--- config.mk ---
export PLATFORM = sky130hd
export DESIGN_NAME = vga_output_flat
export DESIGN_NICKNAME = d
export VERILOG_FILES = /design/src/sam_video_pkg.sv /design/src/sam_video_if.sv /design/src/vga_output.sv /design/src/flat_wrapper.sv
export SDC_FILE = /design/constraint.sdc
export NUM_CORES = 1
export LEC_CHECK = 0
export ABC_AREA = 1
export BUFFER_PORTS_ARGS = -buffer_cell sky130_fd_sc_hd__buf_2
export CAP_MARGIN = 20
export CORE_AREA = 2 2 49 74
export DETAILED_ROUTE_END_ITERATION = 10
export DIE_AREA = 0 0 51 76
export PLACE_DENSITY_LB_ADDON = 0.2
export SLEW_MARGIN = 20
export SYNTH_ARGS = -nofsm -noshare
export SYNTH_HDL_FRONTEND = slang
export SYNTH_SLANG_ARGS = --single-unit
--- constraint.sdc ---
create_clock -name clk24 -period 1.73 [get_ports clk24]
set_input_delay 0 -clock clk24 [delete_from_list [all_inputs] [get_ports clk24]]
set_output_delay 0 -clock clk24 [all_outputs]
set_load 0.02 [all_outputs]
--- src/sam_video_pkg.sv ---
package sam_video_pkg;

    ////////////////////////////////////////
    // Video geometry
    ////////////////////////////////////////

    // Input line length in 12 MHz pixels, also output line length in clk24 cycles
    localparam int H_TOTAL_IN = 384;
    // Wide enough to hold one past the last position
    localparam int POS_W = $clog2(H_TOTAL_IN + 1);
    localparam logic [POS_W-1:0] POS_LAST = POS_W'(H_TOTAL_IN - 1);
    // Idle marker, no line running
    localparam logic [POS_W-1:0] POS_IDLE = POS_W'(H_TOTAL_IN);

    // Output line shaping, in clk24 positions
    localparam logic [POS_W-1:0] HSYNC_OUT = POS_W'(46);
    localparam logic [POS_W-1:0] DE_START = POS_W'(64);
    localparam logic [POS_W-1:0] DE_LEN = POS_W'(256);

    ////////////////////////////////////////
    // SAM colour word
    ////////////////////////////////////////

    localparam int COLOUR_W = 7;
    localparam int IDX_W = 4;
    localparam int CLUT_N = 2 ** IDX_W;

    // Bit order G1 R1 B1 bright G0 R0 B0
    localparam int BIT_G1 = 6;
    localparam int BIT_R1 = 5;
    localparam int BIT_B1 = 4;
    localparam int BIT_BRIGHT = 3;
    localparam int BIT_G0 = 2;
    localparam int BIT_R0 = 1;
    localparam int BIT_B0 = 0;

    ////////////////////////////////////////
    // Register map and bus responses
    ////////////////////////////////////////

    // CLUT entry n at ADDR_CLUT_BASE + 4n
    localparam logic [7:0] ADDR_CLUT_BASE = 8'h00;
    // Control, bit 0 is scanline enable
    localparam logic [7:0] ADDR_CTRL = 8'h40;

    localparam logic [1:0] RESP_OKAY = 2'b00;
    localparam logic [1:0] RESP_SLVERR = 2'b10;

endpackage

--- src/sam_video_if.sv ---


////////////////////////////////////////
// Doubled scan stream to output stage
////////////////////////////////////////

interface scan_if;
    import sam_video_pkg::*;

    // All four aligned, one position per clk24
    logic [COLOUR_W-1:0] colour;
    // Pulse with position 0 of each output line
    logic                line_start;
    // Second read of the stored line
    logic                second_copy;
    // Qualifies line_start, this output line sits in vertical sync
    logic                frame_start;

    modport src (
        output colour,
        output line_start,
        output second_copy,
        output frame_start
    );

    modport sink (
        input  colour,
        input  line_start,
        input  second_copy,
        input  frame_start
    );

endinterface

--- src/vga_output.sv ---
`timescale 1ns/1ps

module vga_output (
    input  logic       clk24,
    input  logic       rst,
    scan_if.sink       scan,
    input  logic       scanline_en,
    output logic [2:0] r,
    output logic [2:0] g,
    output logic [2:0] b,
    output logic       hsync,
    output logic       vsync,
    output logic       de
);
    import sam_video_pkg::*;

    logic [POS_W-1:0] pos;
    logic [POS_W-1:0] nxt_pos;
    logic             nxt_de;
    logic             nxt_hsync;
    logic [8:0]       nxt_rgb;

    ////////////////////////////////////////
    // SAM colour to 3-bit RGB
    ////////////////////////////////////////

    // Each channel {hi, lo, bright}; dimmed halves hi/lo and drops bright
    function automatic logic [8:0] map_colour(input logic [COLOUR_W-1:0] c,
                                              input logic dim);
        logic [1:0] rc;
        logic [1:0] gc;
        logic [1:0] bc;
        logic       br;
        rc = {c[BIT_R1], c[BIT_R0]};
        gc = {c[BIT_G1], c[BIT_G0]};
        bc = {c[BIT_B1], c[BIT_B0]};
        br = c[BIT_BRIGHT];
        if (dim) begin
            rc = rc >> 1;
            gc = gc >> 1;
            bc = bc >> 1;
            br = 1'b0;
        end
        return {rc, br, gc, br, bc, br};
    endfunction

    ////////////////////////////////////////
    // Position counter
    ////////////////////////////////////////

    // Restart on line_start, park at POS_IDLE when no line follows
    always_comb begin
        if (scan.line_start) begin
            nxt_pos = '0;
        end else if (pos != POS_IDLE) begin
            nxt_pos = pos + 1'b1;
        end else begin
            nxt_pos = pos;
        end
    end

    // Idle position lies outside both windows
    assign nxt_hsync = (nxt_pos >= HSYNC_OUT);
    assign nxt_de    = (nxt_pos >= DE_START) && (nxt_pos < DE_START + DE_LEN);
    assign nxt_rgb   = nxt_de ? map_colour(scan.colour, scanline_en && scan.second_copy)
                              : 9'b0;

    // One register stage, hsync falls with the registered line start
    always_ff @(posedge clk24) begin
        if (rst) begin
            pos   <= POS_IDLE;
            hsync <= 1'b1;
            vsync <= 1'b1;
            de    <= 1'b0;
            r     <= 3'b0;
            g     <= 3'b0;
            b     <= 3'b0;
        end else begin
            pos   <= nxt_pos;
            hsync <= nxt_hsync;
            de    <= nxt_de;
            {r, g, b} <= nxt_rgb;
            // Vertical sync carried for the whole output line
            if (scan.line_start) begin
                vsync <= ~scan.frame_start;
            end
        end
    end

endmodule

--- src/flat_wrapper.sv ---
// flat-port wrapper written by rule: the top's interface ports become plain ports
module vga_output_flat import sam_video_pkg::*;
  (clk24, rst, scanline_en, r, g, b, hsync, vsync, de, scan_colour, scan_line_start, scan_second_copy, scan_frame_start);
  scan_if scan_i ();
  input  logic clk24;
  input  logic rst;
  input  logic scanline_en;
  output logic [2:0] r;
  output logic [2:0] g;
  output logic [2:0] b;
  output logic hsync;
  output logic vsync;
  output logic de;
  input wire logic [$bits(scan_i.colour)-1:0] scan_colour;
  input wire logic [$bits(scan_i.line_start)-1:0] scan_line_start;
  input wire logic [$bits(scan_i.second_copy)-1:0] scan_second_copy;
  input wire logic [$bits(scan_i.frame_start)-1:0] scan_frame_start;
  assign scan_i.colour = scan_colour;
  assign scan_i.line_start = scan_line_start;
  assign scan_i.second_copy = scan_second_copy;
  assign scan_i.frame_start = scan_frame_start;
  vga_output u_core (.clk24(clk24), .rst(rst), .scan(scan_i), .scanline_en(scanline_en), .r(r), .g(g), .b(b), .hsync(hsync), .vsync(vsync), .de(de));
endmodule
==> results of run 1 <==
[worst max-delay path: stages (launching register included)]
cell,delay (ns)
dfxtp_1,0.41
ha_1,0.24
inv_1,0.09
nor2_4,0.14
nand3_1,0.08
nand2_1,0.07
nand2_2,0.08
nand2_1,0.07
nand2_1,0.06
a21oi_1,0.12
nand2_1,0.07
[synthesized netlist by cell type (all sizes together), types with 2 or more instances]
cell type / count / area (µm²)
nor2: 22 / 92.59
dfxtp: 19 / 380.4
ha: 2 / 25.02
buf: 3 / 26.27
nand2: 27 / 118.9
o21ai: 5 / 25.02
nor3: 4 / 20.02
nand3: 10 / 65.06
a21oi: 7 / 35.03
inv: 23 / 86.33
nand4: 3 / 40.04
[power breakdown]
part	switching (mW)	total (mW)	internal [mW]
Sequential	0.0107	0.465	0.454
Combinational	0.0778	0.130	0.0526
Clock	0.136	0.299	0.163
Total	0.224	0.894	0.670
[routing by layer]
| metal | up-vias | share of wire (%) | GRT usage (%) |
|---|---|---|---|
| met4 | 0 | 3.8 | 7.297 |
| met1 | 403 | 36 | 13.28 |
| met5 | - | 0 | 0 |
| met2 | 24 | 57 | 23.77 |
| li1 | 463 | - | - |
| met3 | 9 | 3.8 | 2.353 |
[kinds of logic after synthesis]
kind of cell               after synthesis  share of synthesized area [%]
and+or+nand+nor                         67                          36.48
buffers and inverters                   27                          12.38
DFF                                     19                          40.48
AOI/OAI and AO/OA                       13                          7.057
adders and majority gates                2                          2.663
xor gates and xnor gates                 1                         0.9323
[worst max path at each step]
| stage | startpoint | to | slack (ns) | cells past startpoint |
|---|---|---|---|---|
| after floorplan | u_core.pos[0]$_SDFF_PP0_ | u_core.b[1]$_SDFF_PP0_ | 0.32 | 10 |
| after global placement | u_core.pos[0]$_SDFF_PP0_ | u_core.b[0]$_SDFF_PP0_ | 0.24 | 10 |
| after detailed placement | u_core.pos[0]$_SDFF_PP0_ | u_core.b[1]$_SDFF_PP0_ | 0.21 | 10 |
| after CTS | u_core.pos[0]$_SDFF_PP0_ | u_core.b[1]$_SDFF_PP0_ | 0.17 | 10 |
| after global routing | u_core.pos[0]$_SDFF_PP0_ | u_core.hsync$_SDFF_PP1_ | 0.01 | 12 |
| final | u_core.pos[0]$_SDFF_PP0_ | u_core.hsync$_SDFF_PP1_ | 0.19 | 10 |
[per-stage QoR]
step / hold WS, ns / instances / util [%]
after floorplan: 0.07851 / 129 / -
after global placement: 0.1910 / 192 / 33.05
after detailed placement: 0.1943 / 192 / 33.05
after CTS: 0.001483 / 202 / 36.25
after global routing: 0.01865 / 202 / 36.25
final: -0.0007240 / 202 / 36.25
[timing repair]
item,4_1_cts,5_1_grt
endpoints found under the setup margin,0,0
hold buffers,6,0
hold endpoints to repair,6,0
[flip-flops by register name, indices dropped and copies added, names as in the netlist]
signal        count
u_core.b          3
u_core.hsync      1
u_core.r          2
u_core.de         1
u_core.g          2
u_core.pos        9
u_core.vsync      1
[layout make-up]
cell class | instances | area, µm² | share of cell area (%)
Clock buffer | 4 | 45.04 | 3.782
Inverter | 24 | 90.09 | 7.563
Multi-Input combinational cell | 83 | 442.9 | 37.18
Sequential cell | 19 | 380.4 | 31.93
Tap cell | 42 | 52.55 | 4.412
Timing Repair Buffer | 30 | 180.2 | 15.13
==> flow_metrics.py, run 1 <==
metrics = {
    "clocking": {
        "post_cts_buffers": 0,
        "cts.sinks": 19,
        "htree_levels": 1,
        "root_buffer": "clkbuf_8",
        "worstSkewPairLatency_ns": 0.25,
        "path_clk_slew_ns": 0.07,
        "numCtsBuffers": 3,
        "cts_buffer_depth": 2,
        "cts_resized": 0,
        "cts_tree": "done",
    },
    "worst_setup_path": {
        "start_kind": "flip-flop",
        "reg2regPathDepth": 10,
        "required_ns": 1.87,
        "reg2reg_from": "u_core.pos[0]$_SDFF_PP0_",
        "cp.arrival_ns": 1.68,
        "timing.rr.end": "u_core.hsync$_SDFF_PP1_",
        "path_class": "flip-flop to flip-flop",
        "end_kind": "flip-flop",
        "reg2reg_slack_ns": 0.19,
        "critPathMaxFanout": 5,
    },
    "drt": {
        "post_drt_via_cell_ratio": 4.450,
        "first_pass_iters": 4,
        "routedWlPerCell_um": 10.56,
        "drt_iter0_drc": 20,
        "vias": 899,
        "drt.antenna.violating_nets": 0,
        "drc": 0,
        "routed_wl_um": 2133,
    },
    "timing": {
        "period_share_pct": 88.73,
        "fmax_ghz": 0.6514,
        "hold_violations": 1,
        "whs_ns": -0.0007240,
        "slew_headroom_pct": 78.21,
        "rsz0062_at_grt": "false",
        "drv_slew": 0,
        "tns_ns": 0,
        "worst_pin_slew_ns": 0.3256,
        "setup_viol": 0,
        "setup_slack_ns": 0.1949,
        "finClkSkew_ns": 0.004270,
        "layout_min_cycle_time_ns": 1.535,
    },
    "pwr": {
        "p_leak_nw": 0.6107,
        "ir_worst_vdd_v": 0.0003998,
        "power_mw": 0.8943,
        "power.density_nw_per_um2": 750.8,
    },
    "run_status": {
        "status": "finished with violations",
        "violations": "negative hold slack",
    },
    "synth": {
        "synth.distinct_cells": 24,
        "syn_inst": 129,
        "synth_nets": 144,
        "ys.flop_type": "dfxtp_1",
        "syn_area_per_cell_um2": 7.284,
        "seq_area_frac_synth_pct": 40.48,
        "netlist_area_um2": 939.7,
        "ys_ff_latch": 19,
        "async_reset_ff_share_pct": 0,
        "synth_edf_count": 0,
        "ys_warn_count": 0,
    },
    "floorplanning": {
        "dieWidth_um": 51,
        "die_h_um": 76,
        "coreArea_um2": 3286,
        "rows": 26,
        "io-pin-count": 25,
        "die_area_um2": 3876,
        "initial_core_util_pct": 28.60,
    },
    "hold_path": {
        "hold_depth": 3,
        "hp-start": "scan_colour[1]",
        "hold_end": "u_core.r[1]$_SDFF_PP0_",
        "hold_class": "primary input to flip-flop",
    },
    "grt": {
        "grt_pass1_vias": 963,
        "gr-usage-all-layers_pct": 13.05,
        "grt_pass1_wl_um": 3933,
        "overflow": 0,
        "grt_max_degree": 11,
        "antenna_found_initial": 0,
    },
    "place": {
        "io_buffer_count": 24,
        "post_dp_cell_area_um2": 1086,
        "gp_congestion": 0.8294,
        "dp_slack_ns": 0.2061,
        "dp_hpwl_um": 1740,
    },
    "layout": {
        "layout.nets": 176,
        "final_area_um2": 1191,
        "final_common_cell": "buf_2",
        "n_antenna_cell": 0,
        "final.fill_count": 352,
        "drive_above_1_share_pct": 25.00,
        "area_growth_pct": 26.76,
        "final_cell_mix": "buf_2 (24), inv_1 (22), nand2_1 (22)",
    },
    "run": {
        "max-cap-violations": 0,
    },
}
(Power assumes the default switching activity.)
==> run 2, diff against run 1 <==
RECOVER_POWER = 50   (was default)
==> run 2 against run 1 <==
The run now ends clean; sequential cell count is the same; sequential share of layout area grew 0.55 points; sequential power is essentially flat; register-to-register slack is essentially flat; worst hold slack gained 0.0043 ns; worst setup slack gained 0.014 ns; clock-buffer cell count is the same; first-iteration DRC count shrank 50%; total power shrank 0.34%; critical path type unchanged; largest power group unchanged.
==> flow_metrics.py, run 2 (synthesis gave the netlist of run 1 again) <==
metrics = {
    "drt": {
        "drt.antenna.violating_nets": 0,
        "first_pass_iters": 4,
        "drt_iter0_drc": 10,
        "routedWlPerCell_um": 10.54,
        "routed_wl_um": 2129,
        "post_drt_via_cell_ratio": 4.455,
        "drc": 0,
        "vias": 900,
    },
    "worst_setup_path": {
        "path_delay_family": "simple AND/OR/NAND/NOR gates",
        "slowest_stage": "dfxtp_1",
        "end_kind": "flip-flop",
        "crit_buf_inv": 1,
        "path_cells": "ha_1 > inv_1 > nor2_4 > nand3_1 > nand2_1 > nand2_2 > nand2_1 > nand2_1 > a21oi_1 > nand2_1",
        "critPathMaxFanout": 5,
        "cpPeakStageDelay_ns": 0.40,
        "cpMostUsedCell": "nand2_1",
        "required_ns": 1.87,
        "path_class": "flip-flop to flip-flop",
        "cp.arrival_ns": 1.66,
        "start_kind": "flip-flop",
    },
    "layout": {
        "drive_above_1_share_pct": 16.88,
        "final_area_um2": 1171,
        "layout.nets": 176,
        "final_cell_mix": "inv_1 (22), nand2_1 (22), nor2_1 (20)",
        "largest_register": "u_core.pos",
        "area_growth_pct": 24.63,
        "n_antenna_cell": 0,
        "largest_reg_flops": 9,
        "final.fill_count": 362,
        "reg_top3": "u_core.pos (9), u_core.b (3)",
    },
    "grt": {
        "grt_max_degree": 11,
        "grt_pass1_wl_um": 3933,
        "gr-usage-all-layers_pct": 13.05,
        "antenna_found_initial": 0,
        "grt_pass1_vias": 963,
        "overflow": 0,
    },
    "place": {
        "io_buffer_count": 24,
        "dp_slack_ns": 0.2061,
        "gp_congestion": 0.8294,
        "post_dp_cell_area_um2": 1086,
        "dp_hpwl_um": 1740,
    },
    "timing": {
        "worst_pin_slew_ns": 0.3256,
        "slew_headroom_pct": 78.21,
        "setup_slack_ns": 0.2090,
        "setup_viol": 0,
        "rsz0062_at_grt": "false",
        "period_share_pct": 87.92,
        "drv_slew": 0,
        "finClkSkew_ns": 0.004067,
        "tns_ns": 0,
        "hold_violations": 0,
        "fmax_ghz": 0.6575,
        "layout_min_cycle_time_ns": 1.521,
    },
    "clocking": {
        "htree_levels": 1,
        "cts_tree": "done",
        "post_cts_buffers": 0,
        "path_clk_slew_ns": 0.07,
        "root_buffer": "clkbuf_8",
        "worstSkewPairLatency_ns": 0.25,
        "cts.sinks": 19,
        "cts_buffer_depth": 2,
        "numCtsBuffers": 3,
    },
    "pwr": {
        "p_leak_nw": 0.5647,
        "power.density_nw_per_um2": 761.0,
        "ir_worst_vdd_v": 0.0003896,
        "power_mw": 0.8912,
    },
    "run_status": {
        "status": "complete, no violations",
    },
    "floorplanning": {
        "dieWidth_um": 51,
        "io-pin-count": 25,
        "die_h_um": 76,
        "initial_core_util_pct": 28.60,
        "die_area_um2": 3876,
        "rows": 26,
        "coreArea_um2": 3286,
    },
    "run": {
        "max-cap-violations": 0,
    },
    "hold_path": {
        "hold_class": "primary input to flip-flop",
    },
}
==> run 2: changes by cell type in the layout (fill, tap and decap cells not counted), sizes merged <==
cell / delta
buf: -12
clkbuf: +12
==> run 2: metrics by stage <==
step                      hold slack (ns)  util (%)  cells
after global placement             0.1910     33.05    192
after CTS                        0.001483     36.25    202
after global routing              0.01865     35.64    202
after detailed placement           0.1943     33.05    192
after floorplan                   0.07851         -    129
final                            0.003541     35.64    202
==> run 2: routing by layer <==
layer	part of all wire (%)	track usage (%)	vias to the layer above
met2	57	23.77	24
met4	3.9	7.297	0
li1	-	-	463
met3	3.6	2.353	9
met1	36	13.28	404
met5	0	0	-
==> run 2: layout make-up <==
type / instances / area (µm²) / area share [%]
multi-input combinational: 83 / 437.9 / 37.39
sequential: 19 / 380.4 / 32.48
timing repair buffer: 30 / 165.2 / 14.10
inverter: 24 / 90.09 / 7.692
tap: 42 / 52.55 / 4.487
clock buffer: 4 / 45.04 / 3.846
==> run 2: timing repair <==
| action | 4_1_cts | 5_1_grt |
|---|---|---|
| hold buffers | 6 | 0 |
| endpoints found under the hold margin | 6 | 0 |
| gates resized for setup | 0 | 0 |
==> run 2: power breakdown <==
part           total [mW]  switching (mW)  internal (mW)
logic               0.127          0.0779         0.0495
clock network       0.299           0.136          0.163
registers           0.464          0.0105          0.454
==> run 2: tightest hold or removal path, delay by kind of cell <==
family	cells	cell delay, ns
buffers and inverters	1	0.07
AOI/OAI and AO/OA	1	0.05
and+or+nand+nor	1	0.09
==> run 2: final timing paths <==
kind | from | end | slack (ns) | depth (start not counted)
setup reg to reg | u_core.pos[0]$_SDFF_PP0_ | u_core.hsync$_SDFF_PP1_ | 0.21 | 10
hold / removal | scan_colour[0] | u_core.b[1]$_SDFF_PP0_ | 0.004 | 3
hold reg to reg | u_core.vsync$_SDFFE_PP1P_ | u_core.vsync$_SDFFE_PP1P_ | 0.48 | 2
setup / recovery | u_core.pos[0]$_SDFF_PP0_ | u_core.hsync$_SDFF_PP1_ | 0.21 | 10
