==> config.mk <==
export PLATFORM = sky130hd
export DESIGN_NAME = sam_reg_decode_flat
export DESIGN_NICKNAME = d
export VERILOG_FILES = /design/src/sam_video_pkg.sv /design/src/sam_video_if.sv /design/src/sam_reg_decode.sv /design/src/flat_wrapper.sv
export SDC_FILE = /design/constraint.sdc
export NUM_CORES = 1
export LEC_CHECK = 0
export BUFFER_PORTS_ARGS = -buffer_cell sky130_fd_sc_hd__buf_2
export CORE_MARGIN = 2
export CORE_UTILIZATION = 28
export DETAILED_ROUTE_END_ITERATION = 7
export GPL_TIMING_DRIVEN = 0
export PLACE_DENSITY = 0.55
export SLEW_MARGIN = 20
export SYNTH_ARGS = -nofsm -noshare
export SYNTH_HDL_FRONTEND = slang
export SYNTH_SLANG_ARGS = --single-unit
==> constraint.sdc <==
create_clock -name clk24 -period 2.3 [get_ports clk24]
set_input_delay 0.345 -clock clk24 [delete_from_list [all_inputs] [get_ports clk24]]
set_output_delay 0.345 -clock clk24 [all_outputs]
set_load 0.01 [all_outputs]
==> src/sam_video_pkg.sv <==
package sam_video_pkg;

    ////////////////////////////////////////
    // Video geometry
    ////////////////////////////////////////

    // Input line length in 12 MHz pixels, also output line length in clk24 cycles
    localparam int H_TOTAL_IN = 384;
    // Wide enough to hold one past the last position
    localparam int POS_W = $clog2(H_TOTAL_IN + 1);
    localparam logic [POS_W-1:0] POS_LAST = POS_W'(H_TOTAL_IN - 1);
    // Idle marker, no line running
    localparam logic [POS_W-1:0] POS_IDLE = POS_W'(H_TOTAL_IN);

    // Output line shaping, in clk24 positions
    localparam logic [POS_W-1:0] HSYNC_OUT = POS_W'(46);
    localparam logic [POS_W-1:0] DE_START = POS_W'(64);
    localparam logic [POS_W-1:0] DE_LEN = POS_W'(256);

    ////////////////////////////////////////
    // SAM colour word
    ////////////////////////////////////////

    localparam int COLOUR_W = 7;
    localparam int IDX_W = 4;
    localparam int CLUT_N = 2 ** IDX_W;

    // Bit order G1 R1 B1 bright G0 R0 B0
    localparam int BIT_G1 = 6;
    localparam int BIT_R1 = 5;
    localparam int BIT_B1 = 4;
    localparam int BIT_BRIGHT = 3;
    localparam int BIT_G0 = 2;
    localparam int BIT_R0 = 1;
    localparam int BIT_B0 = 0;

    ////////////////////////////////////////
    // Register map and bus responses
    ////////////////////////////////////////

    // CLUT entry n at ADDR_CLUT_BASE + 4n
    localparam logic [7:0] ADDR_CLUT_BASE = 8'h00;
    // Control, bit 0 is scanline enable
    localparam logic [7:0] ADDR_CTRL = 8'h40;

    localparam logic [1:0] RESP_OKAY = 2'b00;
    localparam logic [1:0] RESP_SLVERR = 2'b10;

endpackage

==> src/sam_video_if.sv <==
`timescale 1ns/1ps

////////////////////////////////////////
// CLUT lookup between regs and doubler
////////////////////////////////////////

interface clut_if;
    import sam_video_pkg::*;

    // Palette index of the pixel being captured
    logic [IDX_W-1:0]    index;
    // Looked-up SAM colour, combinational from the register array
    logic [COLOUR_W-1:0] colour;
    // Control register bit 0
    logic                scanline_en;

    // Register side answers the lookup
    modport regs (
        input  index,
        output colour,
        output scanline_en
    );

    // Doubler side asks with the index
    modport lookup (
        output index,
        input  colour
    );

endinterface


==> src/sam_reg_decode.sv <==
`timescale 1ns/1ps

module sam_reg_decode (
    input  logic        clk24,
    input  logic        rst,
    // AXI4-Lite write address
    input  logic [7:0]  awaddr,
    input  logic        awvalid,
    output logic        awready,
    // AXI4-Lite write data
    input  logic [31:0] wdata,
    input  logic [3:0]  wstrb,
    input  logic        wvalid,
    output logic        wready,
    // AXI4-Lite write response
    output logic [1:0]  bresp,
    output logic        bvalid,
    input  logic        bready,
    // AXI4-Lite read address
    input  logic [7:0]  araddr,
    input  logic        arvalid,
    output logic        arready,
    // AXI4-Lite read data
    output logic [31:0] rdata,
    output logic [1:0]  rresp,
    output logic        rvalid,
    input  logic        rready,
    // Lookup port to the doubler
    clut_if.regs        clut
);
    import sam_video_pkg::*;

    // Palette store
    logic [COLOUR_W-1:0] clut_regs [CLUT_N];
    logic                scanline_en;

    logic                wr_go;
    logic                rd_go;
    logic [7:0]          wr_off;
    logic [7:0]          rd_off;
    logic                wr_clut_hit;
    logic                wr_ctrl_hit;
    logic                rd_clut_hit;
    logic                rd_ctrl_hit;

    ////////////////////////////////////////
    // Address decode
    ////////////////////////////////////////

    // Offsets from the CLUT base, low two bits are byte lanes
    assign wr_off = awaddr - ADDR_CLUT_BASE;
    assign rd_off = araddr - ADDR_CLUT_BASE;

    // 16 words from the base
    assign wr_clut_hit = (wr_off[7:6] == 2'b00);
    assign rd_clut_hit = (rd_off[7:6] == 2'b00);
    assign wr_ctrl_hit = (awaddr[7:2] == ADDR_CTRL[7:2]);
    assign rd_ctrl_hit = (araddr[7:2] == ADDR_CTRL[7:2]);

    // Handshake cycles
    assign wr_go = awready && awvalid && wready && wvalid;
    assign rd_go = arready && arvalid;

    ////////////////////////////////////////
    // Write channel
    ////////////////////////////////////////

    // AW and W accepted together, one cycle, only with no response pending
    always_ff @(posedge clk24) begin
        if (rst) begin
            awready <= 1'b0;
            wready  <= 1'b0;
            bvalid  <= 1'b0;
            bresp   <= RESP_OKAY;
        end else begin
            awready <= awvalid && wvalid && !awready && !bvalid;
            wready  <= awvalid && wvalid && !awready && !bvalid;
            if (wr_go) begin
                bvalid <= 1'b1;
                bresp  <= (wr_clut_hit || wr_ctrl_hit) ? RESP_OKAY : RESP_SLVERR;
            end else if (bready) begin
                bvalid <= 1'b0;
            end
        end
    end

    // Register updates land in the same edge that raises bvalid
    always_ff @(posedge clk24) begin
        if (wr_go && wstrb[0] && wr_clut_hit) begin
            clut_regs[wr_off[5:2]] <= wdata[COLOUR_W-1:0];
        end
    end

    always_ff @(posedge clk24) begin
        if (rst) begin
            scanline_en <= 1'b0;
        end else if (wr_go && wstrb[0] && wr_ctrl_hit) begin
            scanline_en <= wdata[0];
        end
    end

    ////////////////////////////////////////
    // Read channel
    ////////////////////////////////////////

    // One read in flight, next waits for rready
    always_ff @(posedge clk24) begin
        if (rst) begin
            arready <= 1'b0;
            rvalid  <= 1'b0;
            rresp   <= RESP_OKAY;
        end else begin
            arready <= arvalid && !arready && !rvalid;
            if (rd_go) begin
                rvalid <= 1'b1;
                rresp  <= (rd_clut_hit || rd_ctrl_hit) ? RESP_OKAY : RESP_SLVERR;
            end else if (rready) begin
                rvalid <= 1'b0;
            end
        end
    end

    // Read data, zero-extended
    always_ff @(posedge clk24) begin
        if (rd_go) begin
            if (rd_clut_hit) begin
                rdata <= {{(32 - COLOUR_W){1'b0}}, clut_regs[rd_off[5:2]]};
            end else if (rd_ctrl_hit) begin
                rdata <= {31'b0, scanline_en};
            end else begin
                rdata <= 32'b0;
            end
        end
    end

    // Lookup is pure combinational
    assign clut.colour      = clut_regs[clut.index];
    assign clut.scanline_en = scanline_en;

endmodule

==> src/flat_wrapper.sv <==
// flat-port wrapper written by rule: the top's interface ports become plain ports
module sam_reg_decode_flat import sam_video_pkg::*;
  (clk24, rst, awaddr, awvalid, awready, wdata, wstrb, wvalid, wready, bresp, bvalid, bready, araddr, arvalid, arready, rdata, rresp, rvalid, rready, clut_index, clut_colour, clut_scanline_en);
  clut_if clut_i ();
  input  logic clk24;
  input  logic rst;
  input  logic [7:0] awaddr;
  input  logic awvalid;
  output logic awready;
  input  logic [31:0] wdata;
  input  logic [3:0] wstrb;
  input  logic wvalid;
  output logic wready;
  output logic [1:0] bresp;
  output logic bvalid;
  input  logic bready;
  input  logic [7:0] araddr;
  input  logic arvalid;
  output logic arready;
  output logic [31:0] rdata;
  output logic [1:0] rresp;
  output logic rvalid;
  input  logic rready;
  input wire logic [$bits(clut_i.index)-1:0] clut_index;
  output wire logic [$bits(clut_i.colour)-1:0] clut_colour;
  output wire logic [$bits(clut_i.scanline_en)-1:0] clut_scanline_en;
  assign clut_i.index = clut_index;
  assign clut_colour = clut_i.colour;
  assign clut_scanline_en = clut_i.scanline_en;
  sam_reg_decode u_core (.clk24(clk24), .rst(rst), .awaddr(awaddr), .awvalid(awvalid), .awready(awready), .wdata(wdata), .wstrb(wstrb), .wvalid(wvalid), .wready(wready), .bresp(bresp), .bvalid(bvalid), .bready(bready), .araddr(araddr), .arvalid(arvalid), .arready(arready), .rdata(rdata), .rresp(rresp), .rvalid(rvalid), .rready(rready), .clut(clut_i));
endmodule
==> flow_summary.rst, run 1 <==
.. list-table::
   :header-rows: 1

   * - Metric
     - Value
   * - Outcome
     - finished, violations left
   * - Failing checks
     - setup timing
   * - Worst-case headroom to the max-slew limit
     - 41.3%
   * - Met1 Wirelength
     - 6040 um
   * - Dominant cells by area after synthesis
     - sky130_fd_sc_hd__edfxtp_1 (59%), sky130_fd_sc_hd__mux4_2 (15%), sky130_fd_sc_hd__mux4_1 (8.3%), sky130_fd_sc_hd__buf_4 (3.7%), sky130_fd_sc_hd__mux2i_1 (2.6%)
   * - Synth Cell Area
     - 6050 um2
   * - Sink Count
     - 126
   * - IO buf count
     - 45
   * - Crit end category
     - primary output
   * - Area of the placeable core
     - 21,100 um2
   * - Synthesized-area fraction occupied by ao, oa, aoi and oai cells
     - under 10%
   * - Final Cell Area
     - 7420 um2
   * - Final setup skew
     - 0.00811 ns
   * - H-tree lvl count
     - 4
   * - Worst hold slack across all endpoints
     - between 0.15 and 0.2 ns
   * - Worst-skew pair later-pin latency
     - a little over 0.4 ns
   * - Total design power
     - 5.35 mW
   * - Residual overflow from global routing
     - 0
   * - Cell type group with the largest total delay on the critical path
     - multiplexers
   * - WL met3
     - 1320 um
   * - Final estimated routing congestion in global placement
     - between 0.7 and 0.8
   * - Count of buffer and inverter cells on the critical path
     - 1
   * - Sequential standard cell area
     - around 3700 um2
   * - Overall die height
     - 151 um
   * - Number of optimization iterations in the first detailed-route pass
     - 5
   * - Dominant cell type by area after synthesis
     - sky130_fd_sc_hd__edfxtp_1
   * - Number of violations of the max-capacitance limit
     - 0
   * - Starting Density
     - 28.7%
   * - Final net count
     - 494
   * - Data arrival time of the critical path
     - around 2 ns
   * - List of cells traversed by the critical path
     - mux4_2 -> mux4_2 -> buf_6
   * - Clock Tree Root
     - sky130_fd_sc_hd__clkbuf_16
   * - Ys Warns
     - 0
   * - Post-DRT Antenna Nets
     - 0
   * - Number of placed instances, taps included
     - 679
   * - Multi-input combinational cell area
     - 2170 um2
   * - Global-route wire length before repair
     - 22,400 um
   * - Final setup margin
     - -0.0260 ns
   * - Most frequent cells in the layout
     - sky130_fd_sc_hd__edfxtp_1 (119), sky130_fd_sc_hd__mux4_2 (57), sky130_fd_sc_hd__buf_4 (40), sky130_fd_sc_hd__buf_2 (40), sky130_fd_sc_hd__conb_1 (27)
   * - CP required
     - 1.96 ns
   * - CTS clk-pin slew, worst paths
     - approximately 0.06 ns
   * - Fraction of synthesized cell area taken by the top area cell type
     - between 50% and 60%
   * - Post-synthesis simple-gate area fraction
     - 5.56%
   * - Final period demand of the worst path
     - 2.33 ns
   * - Period utilisation layout
     - 101%
   * - CTS tree
     - built
   * - Fmax
     - between 0.4 and 0.5 GHz
   * - Via count of the routed design
     - about 3,500
   * - Post-Place Cell Area
     - 6740 um2
   * - Cell at the slowest stage of the critical path
     - sky130_fd_sc_hd__mux4_2
   * - Top Metal Used
     - met5
   * - Number of cells produced by synthesis
     - 333
   * - Area growth, synth to finish
     - 22.7%
   * - Type of the setup path with the least slack
     - reg2out
   * - Leakage power of the design
     - 2.53 nW
   * - Total of endpoints with negative setup slack in the final report
     - 3
   * - CP max FO
     - 2
   * - Power density relative to cell area
     - 721 nW/um2
   * - DRC violations left
     - 0
   * - Setup Total Neg Slack
     - -0.0569 ns
   * - Antenna violations before repair
     - 1
   * - Cell seen most often among critical-path stages
     - sky130_fd_sc_hd__mux4_2
   * - Synth Register Bits
     - 126
   * - Maximum ir drop on the vdd rail
     - 0.000481 V
   * - Number of distinct standard cells referenced by the synthesized netlist
     - 32
   * - Most common cell after layout, fill and taps aside
     - sky130_fd_sc_hd__edfxtp_1
   * - Die width
     - 151 um
   * - Average wire per standard cell
     - around 21 um
   * - Worst slew pin tran
     - roughly 0.88 ns
   * - Placement Rows
     - 53
   * - Worst setup slack before clock tree synthesis
     - -0.628 ns
   * - Full die area
     - about 23,000 um2
   * - Via count of the first global-routing pass
     - 3,515
   * - Inserted Clock Buffers
     - 17
   * - Mux cell area share after synthesis
     - 25.4%
   * - Number of violations reported at the end of detailed-routing iteration 0
     - ~420
   * - Hold violation count in the final report
     - 0
   * - Cell Count, Final, Fillers Out
     - a little over 700
   * - Sequential share of the synthesized area
     - 61.4%
   * - Half-perimeter wire length of the detailed placement result
     - 10,900 um
   * - Maximum root-to-sink buffer count
     - 2
   * - DR vias/cell
     - 4.89
   * - Layout fillers
     - approximately 2,000
   * - Unrepaired setup endpoints after global routing
     - yes
   * - XOR/XNOR share of the synthesized area
     - 0%
   * - Top-level port count
     - 112
   * - Main combinational cell family by area after synthesis
     - multiplexers
   * - Kind of launch point of the worst setup path
     - flop
   * - Avg Cell Area, Syn
     - 18.2 um2
   * - Largest net degree at the start of global routing
     - 18
   * - Routed met2 length
     - 7730 um
   * - Total global-route track usage
     - 14.0%
   * - Core occupancy in the finished layout
     - 35.2%
   * - Critical path's largest stage delay
     - 0.52 ns
   * - Number of slew-limit violations in the final report
     - 0
   * - Share of layout cells above drive strength 1
     - 42.8%
   * - Post-Route WL
     - roughly 15,000 um
   * - Class of the tightest hold or removal check
     - in2reg
   * - Adder-Cell Fraction of Synth Area
     - 0%
## cells in the mapped netlist
cell                       number
sky130_fd_sc_hd__edfxtp_1     119
sky130_fd_sc_hd__mux4_2        39
sky130_fd_sc_hd__buf_4         30
sky130_fd_sc_hd__mux4_1        19
sky130_fd_sc_hd__nor2_1        18
sky130_fd_sc_hd__mux2i_1       16
sky130_fd_sc_hd__nand2_1       13
sky130_fd_sc_hd__nand3_1        8
sky130_fd_sc_hd__dfxtp_1        7
sky130_fd_sc_hd__nor3_1         7
sky130_fd_sc_hd__buf_1          6
sky130_fd_sc_hd__nand2b_1       5
sky130_fd_sc_hd__o211ai_1       5
sky130_fd_sc_hd__a21oi_1        4
sky130_fd_sc_hd__a32oi_1        4
sky130_fd_sc_hd__clkbuf_1       4
sky130_fd_sc_hd__nand3b_1       4
sky130_fd_sc_hd__nand4_1        4
sky130_fd_sc_hd__buf_2          3
sky130_fd_sc_hd__nor4b_1        3
sky130_fd_sc_hd__a211oi_1       2
sky130_fd_sc_hd__buf_12         2
sky130_fd_sc_hd__o22ai_1        2
sky130_fd_sc_hd__a31oi_1        1
sky130_fd_sc_hd__and2_1         1
sky130_fd_sc_hd__buf_6          1
sky130_fd_sc_hd__conb_1         1
sky130_fd_sc_hd__inv_1          1
sky130_fd_sc_hd__nor2b_1        1
sky130_fd_sc_hd__nor4_1         1
sky130_fd_sc_hd__or3_1          1
sky130_fd_sc_hd__or4_1          1
## worst reg2reg max path: stages (launching register included)
cell and delay (ns):
sky130_fd_sc_hd__dfxtp_1 0.41, sky130_fd_sc_hd__nand3_2 0.15, sky130_fd_sc_hd__nor4b_4 0.40, sky130_fd_sc_hd__nand3b_1 0.35
sky130_fd_sc_hd__nor3_4 0.52
## registers in the layout, summed over array words and instances, names as in the netlist
signal,cells
u_core.rvalid,1
u_core.rdata,7
u_core.clut_regs,112
u_core.awready,1
u_core.bvalid,1
u_core.arready,1
u_core.clut.scanline_en,1
u_core.rresp,1
u_core.bresp,1
## path summary, 6_finish.rpt
kind | start | end | slack [ns] | cells after the start
setup / recovery | u_core.clut_regs[7][6] | clut_colour[6] | -0.03 | 3
hold / removal | rst | u_core.bvalid | 0.19 | 2
setup reg to reg | u_core.awready | u_core.clut_regs[1][3] | 0.11 | 4
hold reg to reg | u_core.bvalid | u_core.awready | 0.45 | 1
## timing repair
item	in CTS	in global routing
pin swaps	1	1
resized for setup	48	9
hold buffers	0	0
setup buffers	6	2
setup endpoints to repair	119	40
## routing by layer
layer | track usage, % | vias to the layer above
met4 | 4.58 | 2
li1 | - | 1538
met2 | 23.8 | 193
met3 | 4.88 | 19
met1 | 16.7 | 1770
met5 | 0 | -
## power by group
part | switching (mW) | total [mW] | internal [mW]
Clock | 0.910 | 2.37 | 1.46
Sequential | 0.00371 | 2.52 | 2.52
Combinational | 0.249 | 0.461 | 0.212
## kinds of logic after synthesis
family	after synthesis
simple gates	67
mux	74
compound gates	18
flops	126
buf+inv	47
other cells	1
## layout make-up
cell class,count,share of cell area (%)
Multi-Input combinational cell,186,29.2
Antenna cell,1,0.0337
Timing Repair Buffer,53,4.43
Tap cell,275,4.64
Inverter,1,0.0506
Buffer,46,4.62
Sequential cell,126,50.0
Clock inverter,10,0.978
Clock buffer,22,5.98
Power figures use the tool's default switching activity.
==> run 2: changes to the inputs <==
- CORE_MARGIN: 2 -> 10
- CORE_UTILIZATION: 28 -> 55
- PLACE_DENSITY: 0.55 -> 0.88
==> flow_summary.rst, run 2 (synthesis results as in run 1) <==
.. list-table::
   :header-rows: 1

   * - Metric
     - Value
   * - Outcome
     - finished, violations left
   * - Failing checks
     - setup timing
   * - R2R cell count
     - 5
   * - DR vias/cell
     - about 6.4
   * - Final net count
     - 500
   * - Cell at the slowest stage of the critical path
     - sky130_fd_sc_hd__mux4_2
   * - Flip-flop count of the largest register, all copies and words added
     - 112
   * - Worst hold path cell count
     - 3
   * - Global-route wire length before repair
     - 23,700 um
   * - Full die area
     - about 16,000 um2
   * - Worst hold slack across all endpoints
     - about 0.081 ns
   * - CP required
     - 1.96 ns
   * - List of cells traversed by the critical path
     - mux4_2 -> mux4_2 -> buf_6
   * - Routed met2 length
     - 8270 um
   * - Number of slew-limit violations in the final report
     - 0
   * - Die width
     - 125 um
   * - Most common cell after layout, fill and taps aside
     - sky130_fd_sc_hd__edfxtp_1
   * - Layout fillers
     - 667
   * - Kind of launch point of the worst setup path
     - flop
   * - Sink Count
     - 126
   * - Worst Hold Launch
     - bready
   * - Hold violation count in the final report
     - 0
   * - Starting Density
     - 56.1%
   * - Via count of the routed design
     - approximately 3,800
   * - Half-perimeter wire length of the detailed placement result
     - 10,500 um
   * - Core occupancy in the finished layout
     - 69.3%
   * - Origin of the critical flop-to-flop path
     - u_core.awready
   * - Inserted Clock Buffers
     - 17
   * - Cell seen most often among critical-path stages
     - sky130_fd_sc_hd__mux4_2
   * - Placement Rows
     - 38
   * - Post-DRT Antenna Nets
     - 0
   * - H-tree lvl count
     - 4
   * - WL met3
     - 1710 um
   * - Maximum ir drop on the vdd rail
     - about 0.00060 V
   * - Number of violations reported at the end of detailed-routing iteration 0
     - 396
   * - CP max FO
     - 2
   * - Period utilisation layout
     - 107%
   * - Cell Int Power
     - 4.70 mW
   * - Fraction of power consumed by sequential logic
     - 42.2%
   * - Post-Route WL
     - 16,000 um
   * - Number of optimization iterations in the first detailed-route pass
     - 7
   * - DRC violations left
     - 0
   * - Post-CTS Hold Buffers
     - 0
   * - IO buf count
     - 45
   * - Data arrival time of the critical path
     - 2.11 ns
   * - Count of buffer and inverter cells on the critical path
     - 1
   * - Number of violations of the max-capacitance limit
     - 0
   * - Average wire per standard cell
     - around 27 um
   * - Fmax
     - 0.407 GHz
   * - Top Metal Used
     - met4
   * - Hold Path End
     - u_core.bvalid
   * - Switching Share
     - 21.2%
   * - Final period demand of the worst path
     - between 2 and 2.5 ns
   * - Combinational share of power
     - 7.6%
   * - Clock Tree Root
     - sky130_fd_sc_hd__clkbuf_8
   * - Worst-case headroom to the max-slew limit
     - 29.8%
   * - Type of the setup path with the least slack
     - reg2out
   * - Final setup skew
     - 0.00572 ns
   * - Switching power total
     - between 1 and 1.5 mW
   * - Total of endpoints with negative setup slack in the final report
     - 14
   * - Clock share of power
     - 50.1%
   * - Power density relative to cell area
     - around 800 nW/um2
   * - Area growth, synth to finish
     - 23.6%
   * - Final setup margin
     - -0.159 ns
   * - Leakage power of the design
     - 2.63 nW
   * - Worst-skew pair later-pin latency
     - 0.53 ns
   * - Via count of the first global-routing pass
     - 3,902
   * - Residual overflow from global routing
     - 0
   * - Total global-route track usage
     - between 20% and 30%
   * - Unrepaired setup endpoints after global routing
     - yes
   * - CTS tree
     - built
   * - Antenna violations before repair
     - 0
   * - Met1 Wirelength
     - 5660 um
   * - Overall die height
     - between 100 and 150 um
   * - Area of the placeable core
     - 10,800 um2
   * - Share of layout cells above drive strength 1
     - between 40 and 50%
   * - Worst setup slack before clock tree synthesis
     - -0.438 ns
   * - Reg2Reg Capture Point
     - u_core.clut_regs[2][5]
   * - Top-level port count
     - 112
   * - Worst slew pin tran
     - 1.04 ns
   * - Largest net degree at the start of global routing
     - 18
   * - Crit end category
     - primary output
   * - Worst reg2reg setup slack
     - -0.09 ns
   * - Maximum root-to-sink buffer count
     - 2
   * - Critical path's largest stage delay
     - 0.52 ns
   * - Cell type group with the largest total delay on the critical path
     - multiplexers
   * - Inserted Diodes
     - 0
   * - Class of the tightest hold or removal check
     - in2reg
   * - Most frequent cells in the layout
     - sky130_fd_sc_hd__edfxtp_1 (119), sky130_fd_sc_hd__mux4_2 (58), sky130_fd_sc_hd__buf_2 (44), sky130_fd_sc_hd__buf_4 (40), sky130_fd_sc_hd__conb_1 (27)
   * - CTS clk-pin slew, worst paths
     - 0.06 ns
   * - Final estimated routing congestion in global placement
     - just under 0.9
## run 2: cell count changes in the layout (fill, tap and decap cells not counted), sizes merged
cell,delta
buf,+6
bufinv,+5
clkbuf,-5
clkinv,-1
clkinvlp,+1
diode,-1
## run 2: area by class of cell
cell class                      instances  area (um2)  area share, %
Buffer                                 46         332           4.44
Timing Repair Buffer                   59         418           5.59
Inverter                                1        3.75         0.0502
Sequential cell                       126        3710           49.7
Clock inverter                         15         244           3.26
Tap cell                              140         175           2.34
Clock buffer                           17         414           5.54
Multi-Input combinational cell        186        2180           29.1
## run 2: routing by layer
| layer | global-route usage, % | up-vias |
|---|---|---|
| met5 | 0 | - |
| met4 | 6.84 | 0 |
| met3 | 6.47 | 43 |
| met2 | 33.7 | 279 |
| met1 | 24.2 | 1907 |
| li1 | - | 1543 |
## run 2: metrics by stage
step | cell area (um2) | setup TNS [ns] | instances | power (mW)
final | 7480 | -1.45 | 590 | 5.96
after global routing | 7480 | -3.93 | 590 | 6.10
after floorplan | 6150 | 0 | 359 | 2.84
after detailed placement | 6570 | -35.96 | 544 | 2.98
after global placement | 6550 | -31.45 | 544 | 2.96
after CTS | 7320 | -0.983 | 581 | 5.95
## run 2: worst max path at each step
stage                              to  depth (start not counted)                     from
2_1_floorplan  u_core.clut_regs[2][0]                          4           u_core.awready
3_3_place_gp   u_core.clut_regs[3][1]                          5                   wvalid
3_5_place_dp   u_core.clut_regs[3][6]                          5                   wvalid
4_1_cts                clut_colour[3]                          3   u_core.clut_regs[4][3]
5_1_grt                clut_colour[0]                          3  u_core.clut_regs[13][0]
6_report               clut_colour[3]                          3   u_core.clut_regs[5][3]
## run 2: power by group through the flow
stage	clock network (mW)	logic (mW)	registers (mW)
after floorplan	0	0.267	2.57
after global placement	0	0.397	2.57
after detailed placement	0	0.411	2.57
after CTS	2.99	0.439	2.52
after global routing	3.09	0.484	2.52
final	2.99	0.454	2.52
## run 2: repair_timing
action,in CTS,in global routing
resized for setup,39,18
buffers inserted,5,9
pin swaps,1,4
endpoints found under the hold margin,0,0
endpoints found under the setup margin,119,119
## run 2: worst reg2reg max path, stage by stage (launching register included)
cell                       delay (ns)
sky130_fd_sc_hd__dfxtp_1         0.41
sky130_fd_sc_hd__nand3_1         0.24
sky130_fd_sc_hd__nor4b_4         0.42
sky130_fd_sc_hd__nand3b_1        0.45
sky130_fd_sc_hd__nor3_4          0.40
sky130_fd_sc_hd__buf_12          0.18
==> run 3: changes to the inputs <==
- CORE_ASPECT_RATIO: not set -> 0.9
- CORE_UTILIZATION: 55 -> 50
- PLACE_DENSITY: 0.88 -> 0.85
- RECOVER_POWER: not set -> 50
- clock period: 2.3 -> 2.2 ns (I/O delays scaled with it)
==> flow_summary.rst, run 3 (synthesis results as in run 1) <==
.. list-table::
   :header-rows: 1

   * - Metric
     - Value
   * - Power density relative to cell area
     - 778 nW/um2
   * - Fmax
     - 0.424 GHz
   * - Period utilisation layout
     - 107%
   * - Sequential standard cell area
     - about 3700 um2
   * - Cell seen most often among critical-path stages
     - sky130_fd_sc_hd__mux4_2
   * - Most frequent cells in the layout
     - sky130_fd_sc_hd__edfxtp_1 (119), sky130_fd_sc_hd__mux4_2 (54), sky130_fd_sc_hd__buf_4 (52), sky130_fd_sc_hd__buf_2 (29), sky130_fd_sc_hd__conb_1 (27)
   * - Share of layout cells above drive strength 1
     - 42.0%
   * - Worst-skew pair later-pin latency
     - 0.42 ns
   * - Maximum ir drop on the vdd rail
     - 0.000571 V
   * - Residual overflow from global routing
     - 0
   * - Full die area
     - 16,900 um2
   * - Area growth, synth to finish
     - 24.0%
   * - Worst setup slack before clock tree synthesis
     - -0.444 ns
   * - Final period demand of the worst path
     - 2.36 ns
   * - Outcome
     - finished, violations left
   * - Maximum root-to-sink buffer count
     - 2
   * - Critical path's largest stage delay
     - 0.52 ns
   * - Hold Path End
     - u_core.rvalid
   * - H-tree lvl count
     - 4
   * - Number of slew-limit violations in the final report
     - 0
   * - Worst Hold Launch
     - rst
   * - Area of the placeable core
     - 11,900 um2
   * - Final estimated routing congestion in global placement
     - 0.874
   * - Final setup margin
     - -0.161 ns
   * - Class of the tightest hold or removal check
     - in2reg
   * - Data arrival time of the critical path
     - 2.03 ns
   * - Most common cell after layout, fill and taps aside
     - sky130_fd_sc_hd__edfxtp_1
   * - Number of violations reported at the end of detailed-routing iteration 0
     - 477
   * - Cell type group with the largest total delay on the critical path
     - multiplexers
   * - Flip-flop count of the largest register, all copies and words added
     - 112
   * - CP required
     - between 1.5 and 2 ns
   * - Origin of the critical flop-to-flop path
     - u_core.awready
   * - Failing checks
     - setup timing
   * - Leakage power of the design
     - 2.62 nW
   * - Die width
     - 136 um
   * - List of cells traversed by the critical path
     - mux4_2 -> mux4_2 -> buf_6
   * - Placement Rows
     - 38
   * - Top-level port count
     - 112
   * - Total of endpoints with negative setup slack in the final report
     - 7
   * - Via count of the routed design
     - around 3,800
   * - Final setup skew
     - 0.00960 ns
   * - R2R cell count
     - 6
   * - DR vias/cell
     - 6.15
   * - Sink Count
     - 126
   * - Unrepaired setup endpoints after global routing
     - yes
   * - Path length in cells of the critical path
     - 3
   * - Final net count
     - 511
   * - CP max FO
     - 2
   * - Clock Tree Root
     - sky130_fd_sc_hd__clkbuf_16
   * - Hold violation count in the final report
     - 0
   * - Worst reg2reg setup slack
     - 0.03 ns
   * - Worst-case headroom to the max-slew limit
     - 35.9%
   * - Count of buffer and inverter cells on the critical path
     - 1
   * - CTS tree
     - built
   * - Overall die height
     - between 100 and 150 um
   * - Worst hold path cell count
     - 2
   * - DRC violations left
     - 0
   * - Largest net degree at the start of global routing
     - 18
   * - Post-DRT Antenna Nets
     - 0
   * - Number of violations of the max-capacitance limit
     - 0
   * - Via count of the first global-routing pass
     - slightly below 4,000
   * - Kind of launch point of the worst setup path
     - flop
   * - CTS clk-pin slew, worst paths
     - approximately 0.06 ns
   * - Total global-route track usage
     - 18.6%
   * - Inserted Diodes
     - 0
   * - Post-CTS Hold Buffers
     - 0
   * - Post-Route WL
     - 16,100 um
   * - Half-perimeter wire length of the detailed placement result
     - 10,400 um
   * - Inserted Clock Buffers
     - 17
   * - Reg2Reg Capture Point
     - u_core.clut_regs[1][6]
   * - Multi-input combinational cell area
     - 2200 um2
   * - Global-route wire length before repair
     - 23,500 um
   * - Antenna violations before repair
     - 0
   * - Type of the setup path with the least slack
     - reg2out
   * - Worst slew pin tran
     - 0.954 ns
   * - Number of optimization iterations in the first detailed-route pass
     - 6
   * - Crit end category
     - primary output
   * - Layout fillers
     - 805
   * - Total design power
     - between 5 and 6 mW
   * - Cell at the slowest stage of the critical path
     - sky130_fd_sc_hd__mux4_2
   * - Worst hold slack across all endpoints
     - 0.171 ns
   * - IO buf count
     - 45
   * - Starting Density
     - between 50 and 60%
   * - Average wire per standard cell
     - 25.9 um
## run 3: how the worst max path moves through the flow
stage	slack, ns	start	endpoint
floorplan	0.02	u_core.awready	u_core.clut_regs[2][0]
global placement	-0.64	wvalid	u_core.clut_regs[0][4]
detailed placement	-0.44	clut_index[1]	clut_colour[5]
CTS	-0.16	u_core.clut_regs[15][5]	clut_colour[5]
global route	-0.20	u_core.clut_regs[10][5]	clut_colour[5]
finish	-0.16	u_core.clut_regs[10][5]	clut_colour[5]
## run 3: repair_timing
item	in CTS	in global routing
resized for setup	50	7
setup buffers	11	14
pin swaps	4	3
setup endpoints to repair	119	70
## run 3: stage by stage
| step | cell area (um2) | std cells | setup TNS [ns] | util (%) |
|---|---|---|---|---|
| after CTS | 7380 | 605 | -0.736 | 61.9 |
| after detailed placement | 6590 | 564 | -34.74 | 55.3 |
| after floorplan | 6150 | 359 | 0 | - |
| after global routing | 7500 | 619 | -1.02 | 62.9 |
| after global placement | 6570 | 564 | -32.60 | 55.1 |
| final | 7500 | 619 | -0.812 | 62.9 |
## run 3: metal layers
metal	vias to the layer above	GRT usage [%]	share of wire, %
met1	1912	21.6	36
met2	265	30.9	51
met4	0	7.83	3.2
li1	1572	-	-
met3	58	6.05	11
met5	-	0	0
## run 3: worst reg2reg max path, delay by kind of cell, from the launching register on
kind,cells,cell delay [ns]
buf+inv,2,0.37
flops,1,0.42
simple gates,4,1.10
## run 3: area by class of cell
cell class                      instances  share of cell area, %
Tap cell                              160                   2.67
Clock buffer                           20                   5.82
Buffer                                 46                   4.45
Multi-Input combinational cell        186                   29.4
Sequential cell                       126                   49.5
Inverter                                1                 0.0500
Timing Repair Buffer                   70                   6.54
Clock inverter                         10                   1.63
## run 3: where the power goes
group          switching (mW)  total [mW]  leakage [nW]  internal [mW]
logic                   0.261       0.477          1.21          0.216
clock network           0.979        2.72         0.278           1.75
registers             0.00464        2.64          1.13           2.63
total                    1.24        5.84          2.62           4.59
